--- src/logic/issue_pkg.sv ---
// ----------------------------------------------------------------------
// issue stage package
// widths, vector types and functional unit codes shared by the
// issue and operand-read stage
// ----------------------------------------------------------------------
`default_nettype none

package issue_pkg;

    // ------------------------------------------------------------------
    // widths
    // ------------------------------------------------------------------
    localparam int unsigned XLEN          = 32;
    localparam int unsigned REG_ADDR_BITS = 5;
    localparam int unsigned NR_REGS       = 2 ** REG_ADDR_BITS;
    localparam int unsigned TRANS_ID_BITS = 3;
    localparam int unsigned FU_OP_BITS    = 6;

    // ------------------------------------------------------------------
    // vector types
    // ------------------------------------------------------------------
    // integer data word
    typedef logic [XLEN-1:0]          xlen_t;
    // architectural register index
    typedef logic [REG_ADDR_BITS-1:0] reg_addr_t;
    // scoreboard tag, travels with the instruction
    typedef logic [TRANS_ID_BITS-1:0] trans_id_t;
    // operation code, not decoded here
    typedef logic [FU_OP_BITS-1:0]    fu_op_t;

    // functional unit select, NONE also marks a free register in the
    // scoreboard clobber list
    typedef enum logic [2:0] {
        NONE      = 3'd0,
        ALU       = 3'd1,
        CTRL_FLOW = 3'd2,
        MULT      = 3'd3,
        LOAD      = 3'd4,
        STORE     = 3'd5,
        CSR       = 3'd6
    } fu_t;

endpackage

`default_nettype wire

--- src/logic/int_regfile.sv ---
// ----------------------------------------------------------------------
// integer register file
// two combinational read ports, one write port per commit port,
// x0 is hardwired to zero
// ----------------------------------------------------------------------
`timescale 1ns/1ns
`default_nettype none

module int_regfile import issue_pkg::*; #(
    parameter int unsigned NR_COMMIT_PORTS = 2
) (
    input  wire logic                            clk_i,
    input  wire logic                            rst_ni,
    // read ports
    input  wire reg_addr_t                       raddr_a_i,
    input  wire reg_addr_t                       raddr_b_i,
    output      xlen_t                           rdata_a_o,
    output      xlen_t                           rdata_b_o,
    // commit ports
    input  wire reg_addr_t [NR_COMMIT_PORTS-1:0] waddr_i,
    input  wire xlen_t     [NR_COMMIT_PORTS-1:0] wdata_i,
    input  wire logic      [NR_COMMIT_PORTS-1:0] we_i
);

    xlen_t regs_q [NR_REGS];

    // write on the rising edge
    // ports are scanned upwards so the highest port wins on a collision
    always_ff @(posedge clk_i or negedge rst_ni) begin
        if (!rst_ni) begin
            regs_q <= '{default: '0};
        end else begin
            for (int unsigned p = 0; p < NR_COMMIT_PORTS; p++) begin
                // writes to x0 are dropped
                if (we_i[p] && (waddr_i[p] != '0)) begin
                    regs_q[waddr_i[p]] <= wdata_i[p];
                end
            end
        end
    end

    // combinational read, a commit in this cycle shows up next cycle
    assign rdata_a_o = regs_q[raddr_a_i];
    assign rdata_b_o = regs_q[raddr_b_i];

    // x0 must stay zero whatever the commit stage sends
    x0_zero_a: assert property (
        @(posedge clk_i) disable iff (!rst_ni) regs_q[0] == '0
    ) else $error("x0 holds a nonzero value");

endmodule

`default_nettype wire

--- src/logic/operand_hazard.sv ---
// ----------------------------------------------------------------------
// source operand hazard check
// looks rs1 and rs2 up in the clobber list, decides between
// forwarding from the scoreboard and stalling the issue
// ----------------------------------------------------------------------
`timescale 1ns/1ns
`default_nettype none

module operand_hazard import issue_pkg::*; (
    input  wire reg_addr_t         rs1_i,
    input  wire reg_addr_t         rs2_i,
    // rs1 field holds an immediate, not a register
    input  wire logic              use_zimm_i,
    // pending producer per register, NONE when free
    input  wire fu_t [NR_REGS-1:0] rd_clobber_i,
    // scoreboard result availability
    input  wire logic              fwd_rs1_valid_i,
    input  wire logic              fwd_rs2_valid_i,
    output      logic              forward_rs1_o,
    output      logic              forward_rs2_o,
    output      logic              stall_o
);

    // result is {forward, stall}
    // a CSR result only reaches the register file, it is never forwarded
    function automatic logic [1:0] check_source(input fu_t producer, input logic fwd_valid);
        logic [1:0] result;
        if (producer == NONE) begin
            result = 2'b00;
        end else if (fwd_valid && (producer != CSR)) begin
            result = 2'b10;
        end else begin
            result = 2'b01;
        end
        return result;
    endfunction

    logic [1:0] rs1_check;
    logic [1:0] rs2_check;

    always_comb begin
        // zimm uses the rs1 field as data, no dependency there
        if (use_zimm_i) begin
            rs1_check = 2'b00;
        end else begin
            rs1_check = check_source(rd_clobber_i[rs1_i], fwd_rs1_valid_i);
        end
        rs2_check = check_source(rd_clobber_i[rs2_i], fwd_rs2_valid_i);
    end

    assign forward_rs1_o = rs1_check[1];
    assign forward_rs2_o = rs2_check[1];
    // either source missing holds the instruction back
    assign stall_o       = rs1_check[0] | rs2_check[0];

endmodule

`default_nettype wire

--- src/logic/id_ex_operands.sv ---
// ----------------------------------------------------------------------
// operand select and ID/EX register
// picks operand a and b from register file, scoreboard, pc, zimm
// or immediate and registers the bundle for the execute stage
// ----------------------------------------------------------------------
`timescale 1ns/1ns
`default_nettype none

module id_ex_operands import issue_pkg::*; (
    input  wire logic      clk_i,
    input  wire logic      rst_ni,
    // register file read data
    input  wire xlen_t     regfile_a_i,
    input  wire xlen_t     regfile_b_i,
    // scoreboard data and forward decision
    input  wire xlen_t     fwd_rs1_data_i,
    input  wire xlen_t     fwd_rs2_data_i,
    input  wire logic      forward_rs1_i,
    input  wire logic      forward_rs2_i,
    // instruction fields
    input  wire reg_addr_t rs1_i,
    input  wire xlen_t     pc_i,
    input  wire xlen_t     imm_i,
    input  wire logic      use_pc_i,
    input  wire logic      use_zimm_i,
    input  wire logic      use_imm_i,
    input  wire fu_t       fu_i,
    input  wire fu_op_t    op_i,
    input  wire trans_id_t trans_id_i,
    // towards execute
    output      xlen_t     operand_a_o,
    output      xlen_t     operand_b_o,
    output      xlen_t     imm_o,
    output      fu_t       fu_o,
    output      fu_op_t    op_o,
    output      trans_id_t trans_id_o
);

    xlen_t operand_a_d;
    xlen_t operand_b_d;

    // ------------------------------------------------------------------
    // operand multiplexer
    // ------------------------------------------------------------------
    always_comb begin
        // operand a, zimm over pc over forward over register file
        if (use_zimm_i) begin
            operand_a_d = {{(XLEN-REG_ADDR_BITS){1'b0}}, rs1_i};
        end else if (use_pc_i) begin
            operand_a_d = pc_i;
        end else if (forward_rs1_i) begin
            operand_a_d = fwd_rs1_data_i;
        end else begin
            operand_a_d = regfile_a_i;
        end
        // store and branch need rs2 on b, their immediate goes out on imm_o
        if (use_imm_i && (fu_i != STORE) && (fu_i != CTRL_FLOW)) begin
            operand_b_d = imm_i;
        end else if (forward_rs2_i) begin
            operand_b_d = fwd_rs2_data_i;
        end else begin
            operand_b_d = regfile_b_i;
        end
    end

    // ------------------------------------------------------------------
    // ID/EX register, loads every cycle
    // ------------------------------------------------------------------
    always_ff @(posedge clk_i or negedge rst_ni) begin
        if (!rst_ni) begin
            operand_a_o <= '0;
            operand_b_o <= '0;
            imm_o       <= '0;
            fu_o        <= NONE;
            op_o        <= '0;
            trans_id_o  <= '0;
        end else begin
            operand_a_o <= operand_a_d;
            operand_b_o <= operand_b_d;
            imm_o       <= imm_i;
            fu_o        <= fu_i;
            op_o        <= op_i;
            trans_id_o  <= trans_id_i;
        end
    end

    // the execute units may sample operands in any cycle after reset
    operands_known_a: assert property (
        @(posedge clk_i) disable iff (!rst_ni) !$isunknown({operand_a_o, operand_b_o})
    ) else $error("unknown bits on the ID/EX operands");

endmodule

`default_nettype wire

--- src/logic/issue_control.sv ---
// ----------------------------------------------------------------------
// issue control
// unit busy select, WAW check, issue acknowledge and the per-unit
// valid pulses towards execute
// ----------------------------------------------------------------------
`timescale 1ns/1ns
`default_nettype none

module issue_control import issue_pkg::*; #(
    parameter int unsigned NR_COMMIT_PORTS = 2
) (
    input  wire logic                            clk_i,
    input  wire logic                            rst_ni,
    input  wire logic                            flush_i,
    // instruction from rename
    input  wire logic                            instr_valid_i,
    input  wire fu_t                             fu_i,
    input  wire reg_addr_t                       rd_i,
    input  wire logic                            ex_valid_i,
    // source operands not ready
    input  wire logic                            stall_i,
    input  wire fu_t       [NR_REGS-1:0]         rd_clobber_i,
    // commit ports, only the address side matters here
    input  wire reg_addr_t [NR_COMMIT_PORTS-1:0] waddr_i,
    input  wire logic      [NR_COMMIT_PORTS-1:0] we_i,
    // unit back-pressure
    input  wire logic                            flu_ready_i,
    input  wire logic                            lsu_ready_i,
    output      logic                            issue_ack_o,
    // one pulse per unit
    output      logic                            alu_valid_o,
    output      logic                            branch_valid_o,
    output      logic                            mult_valid_o,
    output      logic                            lsu_valid_o,
    output      logic                            csr_valid_o
);

    logic fu_busy;
    logic rd_committing;
    logic issue;

    // fixed latency units share flu_ready_i, loads and stores the lsu
    always_comb begin
        unique case (fu_i)
            ALU, CTRL_FLOW, MULT, CSR: fu_busy = ~flu_ready_i;
            LOAD, STORE:               fu_busy = ~lsu_ready_i;
            default:                   fu_busy = 1'b0;
        endcase
    end

    // rd gets written by a commit port in this very cycle
    always_comb begin
        rd_committing = 1'b0;
        for (int unsigned p = 0; p < NR_COMMIT_PORTS; p++) begin
            if (we_i[p] && (waddr_i[p] == rd_i)) begin
                rd_committing = 1'b1;
            end
        end
    end

    // ------------------------------------------------------------------
    // acknowledge
    // ------------------------------------------------------------------
    always_comb begin
        issue_ack_o = 1'b0;
        if (instr_valid_i) begin
            // WAW check, rd free or freed by the commit stage now
            if (!stall_i && !fu_busy && ((rd_clobber_i[rd_i] == NONE) || rd_committing)) begin
                issue_ack_o = 1'b1;
            end
            // exceptions and no-unit instructions pass straight through
            if (ex_valid_i || (fu_i == NONE)) begin
                issue_ack_o = 1'b1;
            end
        end
        // a multiply holds the fixed latency writeback, only MULT may follow
        if (mult_valid_o && (fu_i != MULT)) begin
            issue_ack_o = 1'b0;
        end
    end

    // accepted and bound for a unit
    assign issue = instr_valid_i & issue_ack_o & ~ex_valid_i & ~flush_i;

    // ------------------------------------------------------------------
    // unit valids, one cycle after acceptance
    // ------------------------------------------------------------------
    always_ff @(posedge clk_i or negedge rst_ni) begin
        if (!rst_ni) begin
            alu_valid_o    <= 1'b0;
            branch_valid_o <= 1'b0;
            mult_valid_o   <= 1'b0;
            lsu_valid_o    <= 1'b0;
            csr_valid_o    <= 1'b0;
        end else begin
            alu_valid_o    <= issue && (fu_i == ALU);
            branch_valid_o <= issue && (fu_i == CTRL_FLOW);
            mult_valid_o   <= issue && (fu_i == MULT);
            lsu_valid_o    <= issue && ((fu_i == LOAD) || (fu_i == STORE));
            csr_valid_o    <= issue && (fu_i == CSR);
        end
    end

    // only one unit starts per cycle
    valid_onehot_a: assert property (
        @(posedge clk_i) disable iff (!rst_ni)
        $onehot0({alu_valid_o, branch_valid_o, mult_valid_o, lsu_valid_o, csr_valid_o})
    ) else $error("more than one unit valid at once");

endmodule

`default_nettype wire

--- src/logic/issue_read_operands.sv ---
// ----------------------------------------------------------------------
// issue and operand-read stage
// connects register file, hazard check, operand register and issue
// control of a single-issue in-order integer core
// ----------------------------------------------------------------------
`timescale 1ns/1ns
`default_nettype none

module issue_read_operands import issue_pkg::*; #(
    parameter int unsigned NR_COMMIT_PORTS = 2
) (
    input  wire logic                            clk_i,
    input  wire logic                            rst_ni,
    input  wire logic                            flush_i,
    // instruction from rename
    input  wire logic                            instr_valid_i,
    input  wire fu_t                             fu_i,
    input  wire fu_op_t                          op_i,
    input  wire reg_addr_t                       rs1_i,
    input  wire reg_addr_t                       rs2_i,
    input  wire reg_addr_t                       rd_i,
    input  wire xlen_t                           imm_i,
    input  wire xlen_t                           pc_i,
    input  wire trans_id_t                       trans_id_i,
    input  wire logic                            use_imm_i,
    input  wire logic                            use_pc_i,
    input  wire logic                            use_zimm_i,
    input  wire logic                            ex_valid_i,
    output      logic                            issue_ack_o,
    // scoreboard lookup
    output      reg_addr_t                       sb_rs1_o,
    output      reg_addr_t                       sb_rs2_o,
    input  wire fu_t       [NR_REGS-1:0]         rd_clobber_i,
    input  wire xlen_t                           fwd_rs1_data_i,
    input  wire xlen_t                           fwd_rs2_data_i,
    input  wire logic                            fwd_rs1_valid_i,
    input  wire logic                            fwd_rs2_valid_i,
    // commit ports
    input  wire reg_addr_t [NR_COMMIT_PORTS-1:0] waddr_i,
    input  wire xlen_t     [NR_COMMIT_PORTS-1:0] wdata_i,
    input  wire logic      [NR_COMMIT_PORTS-1:0] we_i,
    // execute side
    input  wire logic                            flu_ready_i,
    input  wire logic                            lsu_ready_i,
    output      xlen_t                           operand_a_o,
    output      xlen_t                           operand_b_o,
    output      xlen_t                           imm_o,
    output      fu_t                             fu_o,
    output      fu_op_t                          op_o,
    output      trans_id_t                       trans_id_o,
    output      logic                            alu_valid_o,
    output      logic                            branch_valid_o,
    output      logic                            mult_valid_o,
    output      logic                            lsu_valid_o,
    output      logic                            csr_valid_o
);

    xlen_t rdata_a;
    xlen_t rdata_b;
    logic  forward_rs1;
    logic  forward_rs2;
    logic  stall;

    // scoreboard is polled with the source indices as they arrive
    assign sb_rs1_o = rs1_i;
    assign sb_rs2_o = rs2_i;

    int_regfile #(
        .NR_COMMIT_PORTS(NR_COMMIT_PORTS)
    ) u_int_regfile (
        .clk_i    (clk_i),
        .rst_ni   (rst_ni),
        .raddr_a_i(rs1_i),
        .raddr_b_i(rs2_i),
        .rdata_a_o(rdata_a),
        .rdata_b_o(rdata_b),
        .waddr_i  (waddr_i),
        .wdata_i  (wdata_i),
        .we_i     (we_i)
    );

    operand_hazard u_operand_hazard (
        .rs1_i          (rs1_i),
        .rs2_i          (rs2_i),
        .use_zimm_i     (use_zimm_i),
        .rd_clobber_i   (rd_clobber_i),
        .fwd_rs1_valid_i(fwd_rs1_valid_i),
        .fwd_rs2_valid_i(fwd_rs2_valid_i),
        .forward_rs1_o  (forward_rs1),
        .forward_rs2_o  (forward_rs2),
        .stall_o        (stall)
    );

    id_ex_operands u_id_ex_operands (
        .clk_i         (clk_i),
        .rst_ni        (rst_ni),
        .regfile_a_i   (rdata_a),
        .regfile_b_i   (rdata_b),
        .fwd_rs1_data_i(fwd_rs1_data_i),
        .fwd_rs2_data_i(fwd_rs2_data_i),
        .forward_rs1_i (forward_rs1),
        .forward_rs2_i (forward_rs2),
        .rs1_i         (rs1_i),
        .pc_i          (pc_i),
        .imm_i         (imm_i),
        .use_pc_i      (use_pc_i),
        .use_zimm_i    (use_zimm_i),
        .use_imm_i     (use_imm_i),
        .fu_i          (fu_i),
        .op_i          (op_i),
        .trans_id_i    (trans_id_i),
        .operand_a_o   (operand_a_o),
        .operand_b_o   (operand_b_o),
        .imm_o         (imm_o),
        .fu_o          (fu_o),
        .op_o          (op_o),
        .trans_id_o    (trans_id_o)
    );

    issue_control #(
        .NR_COMMIT_PORTS(NR_COMMIT_PORTS)
    ) u_issue_control (
        .clk_i         (clk_i),
        .rst_ni        (rst_ni),
        .flush_i       (flush_i),
        .instr_valid_i (instr_valid_i),
        .fu_i          (fu_i),
        .rd_i          (rd_i),
        .ex_valid_i    (ex_valid_i),
        .stall_i       (stall),
        .rd_clobber_i  (rd_clobber_i),
        .waddr_i       (waddr_i),
        .we_i          (we_i),
        .flu_ready_i   (flu_ready_i),
        .lsu_ready_i   (lsu_ready_i),
        .issue_ack_o   (issue_ack_o),
        .alu_valid_o   (alu_valid_o),
        .branch_valid_o(branch_valid_o),
        .mult_valid_o  (mult_valid_o),
        .lsu_valid_o   (lsu_valid_o),
        .csr_valid_o   (csr_valid_o)
    );

endmodule

`default_nettype wire

--- config.mk ---
export PLATFORM = sky130hd
export DESIGN_NAME = issue_read_operands
export DESIGN_NICKNAME = d
export VERILOG_FILES = /design/src/logic/issue_pkg.sv /design/src/logic/int_regfile.sv /design/src/logic/operand_hazard.sv /design/src/logic/id_ex_operands.sv /design/src/logic/issue_control.sv /design/src/logic/issue_read_operands.sv
export SDC_FILE = /design/constraint.sdc
export NUM_CORES = 2
export LEC_CHECK = 0
export BUFFER_PORTS_ARGS = -buffer_cell sky130_fd_sc_hd__buf_2
export CAP_MARGIN = 5
export CORE_ASPECT_RATIO = 0.5
export CORE_MARGIN = 3
export CORE_UTILIZATION = 40
export DETAILED_ROUTE_END_ITERATION = 6
export PLACE_DENSITY_LB_ADDON = 0.25
export SLEW_MARGIN = 20
export SYNTH_ARGS = -nofsm -noshare
export SYNTH_HDL_FRONTEND = slang
export SYNTH_SLANG_ARGS = --single-unit
--- constraint.sdc ---
create_clock -name clk_i -period 6.4 [get_ports clk_i]
set_clock_uncertainty 0.05 [all_clocks]
set_input_delay 0.64 -clock clk_i [delete_from_list [all_inputs] [get_ports clk_i]]
set_output_delay 0.64 -clock clk_i [all_outputs]
set_load 0.02 [all_outputs]
==> metrics.csv <==
metric;value;unit
outcome;finished with violations;
violations;DRC;
wl_per_cell;33.7;um
ff_latch_area;28500;sq um
routed_wl;314;mm
powerDensity;306;nW/um^2
fillerInstances;16037;
port_buffers;462;
synthMuxAreaShare;0.291;
drv_cap;0;
synth_area_leaders;dfrtp_1, mux2i_1, mux4_2;
grt_pass1_wl;443;mm
ios;463;
synth_top_family_by_area;multiplexers;
postCtsSetupRepairBufs;0;
worst_pin_slew;1240;ps
hold_violations;0;
synthAdderAreaFrac;0;
max_freq;206;MHz
utilization;0.453;
most-common-layout-cells;mux2i_1, dfrtp_1, nor2_1;
yosys.area.top_type;dfrtp_1;
dr_total_vias;61132;
overflow;0;
antenna_left;0;
postSynthAreaPerCell;9.98;sq um
syn-num-nets;7333;
coreArea;172000;sq um
ys_seq_elements;1137;
yosys.area_share.simple;0.112;
dp_hpwl;187;mm
synth_compound_area_frac;0.140;
grt_max_degree;162;
dieArea;180000;sq um
initial_core_util;0.406;
finalSetupViolations;0;
maxSlewViolCount;0;
synth_top_area_share;0.408;
multiInputGateArea;38600;sq um
clkLatencyLatePin;780;ps
leakage;33.2;nW
vdd_ir_drop_max;222;uV
endpoint_kind;output port;
yosysUniqueCellTypes;56;
clockBufferDepth;3;
cts_tree;built;
drc;2;
crit_type;input port to output port;
dieHeight;301;um
vias_per_cell;6.57;
yosys.area_share.xor_xnor;0.00151;
syn_to_final_growth;11.5;%
grtUsageTotal;0.341;
finish.instance_area;77800;sq um
synth-async-reset-ratio;1.00;
place_area;73400;sq um
synthesis.area;69800;sq um
row_count;107;
synthCells;6994;
yosysSeqAreaShare;0.408;
cts-hold-fix-buffers;37;
grt_setup_unrepaired;no;
firstDrtPassIters;7;
antenna_found_initial;31;
gp_congestion;0.980;
fin_tns_setup;0;ps
relSlewSlack;0.172;
critPathRequiredTime;5710;ps
final_common_cell;mux2i_1;
layout_min_cycle_time;4850;ps
crit_arrival;4160;ps
critPathLaunchType;input port;
synth_ff_type;dfrtp_1;
cts_max_level;3;
ctsResizeCount;0;
yosys_warnings;0;
chipWidth;597;um
clock-root-buffer;clkbuf_16;
min_path_type;input port to register;
synth_edf_count;0;
layout.nets;7236;
drt_iter0_drc;10084;
drive_gt1_frac;0.176;
clock-sinks;1137;
period_share;0.758;
worst-path-max-fanout;32;
numCtsBuffers;116;
cts.clk_slew.worst_paths;70;ps
grt_pass1_vias;57205;
## cells in the mapped netlist (37+ instances only)
library cell / n
a211oi_1: 135
a21oi_1: 727
a22oi_1: 47
a31oi_1: 65
buf_1: 70
buf_2: 72
clkbuf_1: 673
dfrtp_1: 1137
mux2i_1: 1239
mux4_2: 351
nand2_1: 374
nand3_1: 80
nand4_1: 37
nor2_1: 847
nor2b_1: 141
nor3_1: 115
nor4_1: 53
o21ai_0: 297
o22ai_1: 256
## kinds of logic (layout without fill, tap and decap cells)
| kind of cell | count (synthesis) | in the layout |
|---|---|---|
| mux | 1593 | 1593 |
| buf+inv | 836 | 840 |
| flops | 1137 | 1137 |
| compound gates | 1660 | 1660 |
| xor+xnor | 12 | 12 |
| other cells | 0 | 23 |
| simple gates | 1756 | 1756 |
## state kept, by name (all words and copies together) (netlist names)
signal and cells:
u_issue_control.csr_valid_o 1, u_id_ex_operands.op_o 6, u_issue_control.mult_valid_o 1, u_id_ex_operands.imm_o 32, u_id_ex_operands.trans_id_o 3, u_id_ex_operands.operand_a_o 32, u_id_ex_operands.operand_b_o 32, u_issue_control.lsu_valid_o 1
u_issue_control.branch_valid_o 1, u_id_ex_operands.fu_o 3, u_int_regfile.regs_q 1024, u_issue_control.alu_valid_o 1
## metrics by stage
| step | setup slack (ps) | instances | total power [mW] | hold WS (ps) |
|---|---|---|---|---|
| 6_report | 1550 | 9310 | 23.8 | 60.2 |
| 4_1_cts | 1900 | 9286 | 23.7 | 15.9 |
| 5_1_grt | 1570 | 9302 | 24.8 | 14.4 |
| 3_3_place_gp | 1820 | 9029 | 16.3 | 327 |
| 3_5_place_dp | 1910 | 9030 | 16.4 | 334 |
| 2_1_floorplan | 2700 | 6994 | 14.3 | 294 |
## area by class of cell
class	instances	share of cell area
clock inverter	38	0.00526
antenna	23	0.000740
tap	2289	0.0368
sequential	1137	0.366
inverter	5	0.000241
multi-input combinational	5021	0.496
clock buffer	181	0.0455
timing repair buffer	616	0.0497
## worst max-delay path, stage by stage
cell,delay (ps)
buf_2,510
nor4b_1,330
nor3_1,80
a211oi_1,250
a21oi_1,210
o311ai_0,890
o21ai_0,360
a32o_1,410
nor3_1,260
buf_2,230
## power breakdown
group	internal [mW]	total [mW]	leakage (nW)	switching, mW
clock	4.08	7.30	1.95	3.22
sequential	8.98	10.4	13.7	1.44
combinational	2.90	6.11	17.5	3.20
## worst paths after layout
check,cells past startpoint,slack [ps],end,from
worst max register to register,4,4100,u_id_ex_operands.operand_a_o[5]$_DFF_PN0_,u_int_regfile.regs_q[37]$_DFF_PN0_
worst min-delay path,1,60,u_id_ex_operands.imm_o[14]$_DFF_PN0_,imm_i[14]
worst max-delay path,10,1550,issue_ack_o,rd_i[1]
min in group asynchronous,2,330,u_id_ex_operands.op_o[3]$_DFF_PN0_,rst_ni
worst min register to register,0,350,u_int_regfile.regs_q[1008]$_DFF_PN0_,u_int_regfile.regs_q[1008]$_DFF_PN0_
max in group asynchronous,4,4120,u_int_regfile.regs_q[20]$_DFF_PN0_,rst_ni
## routing by layer
| layer | part of all wire | track usage | wire (um) | vias up |
|---|---|---|---|---|
| li1 | - | - | - | 25603 |
| met1 | 0.39 | 0.462 | 123000 | 30494 |
| met5 | 0.00054 | 0.00294 | 171 | - |
| met2 | 0.42 | 0.486 | 132000 | 4157 |
| met4 | 0.064 | 0.187 | 19900 | 18 |
| met3 | 0.13 | 0.104 | 39300 | 860 |
Note: power is estimated with default switching activity, not from simulation.
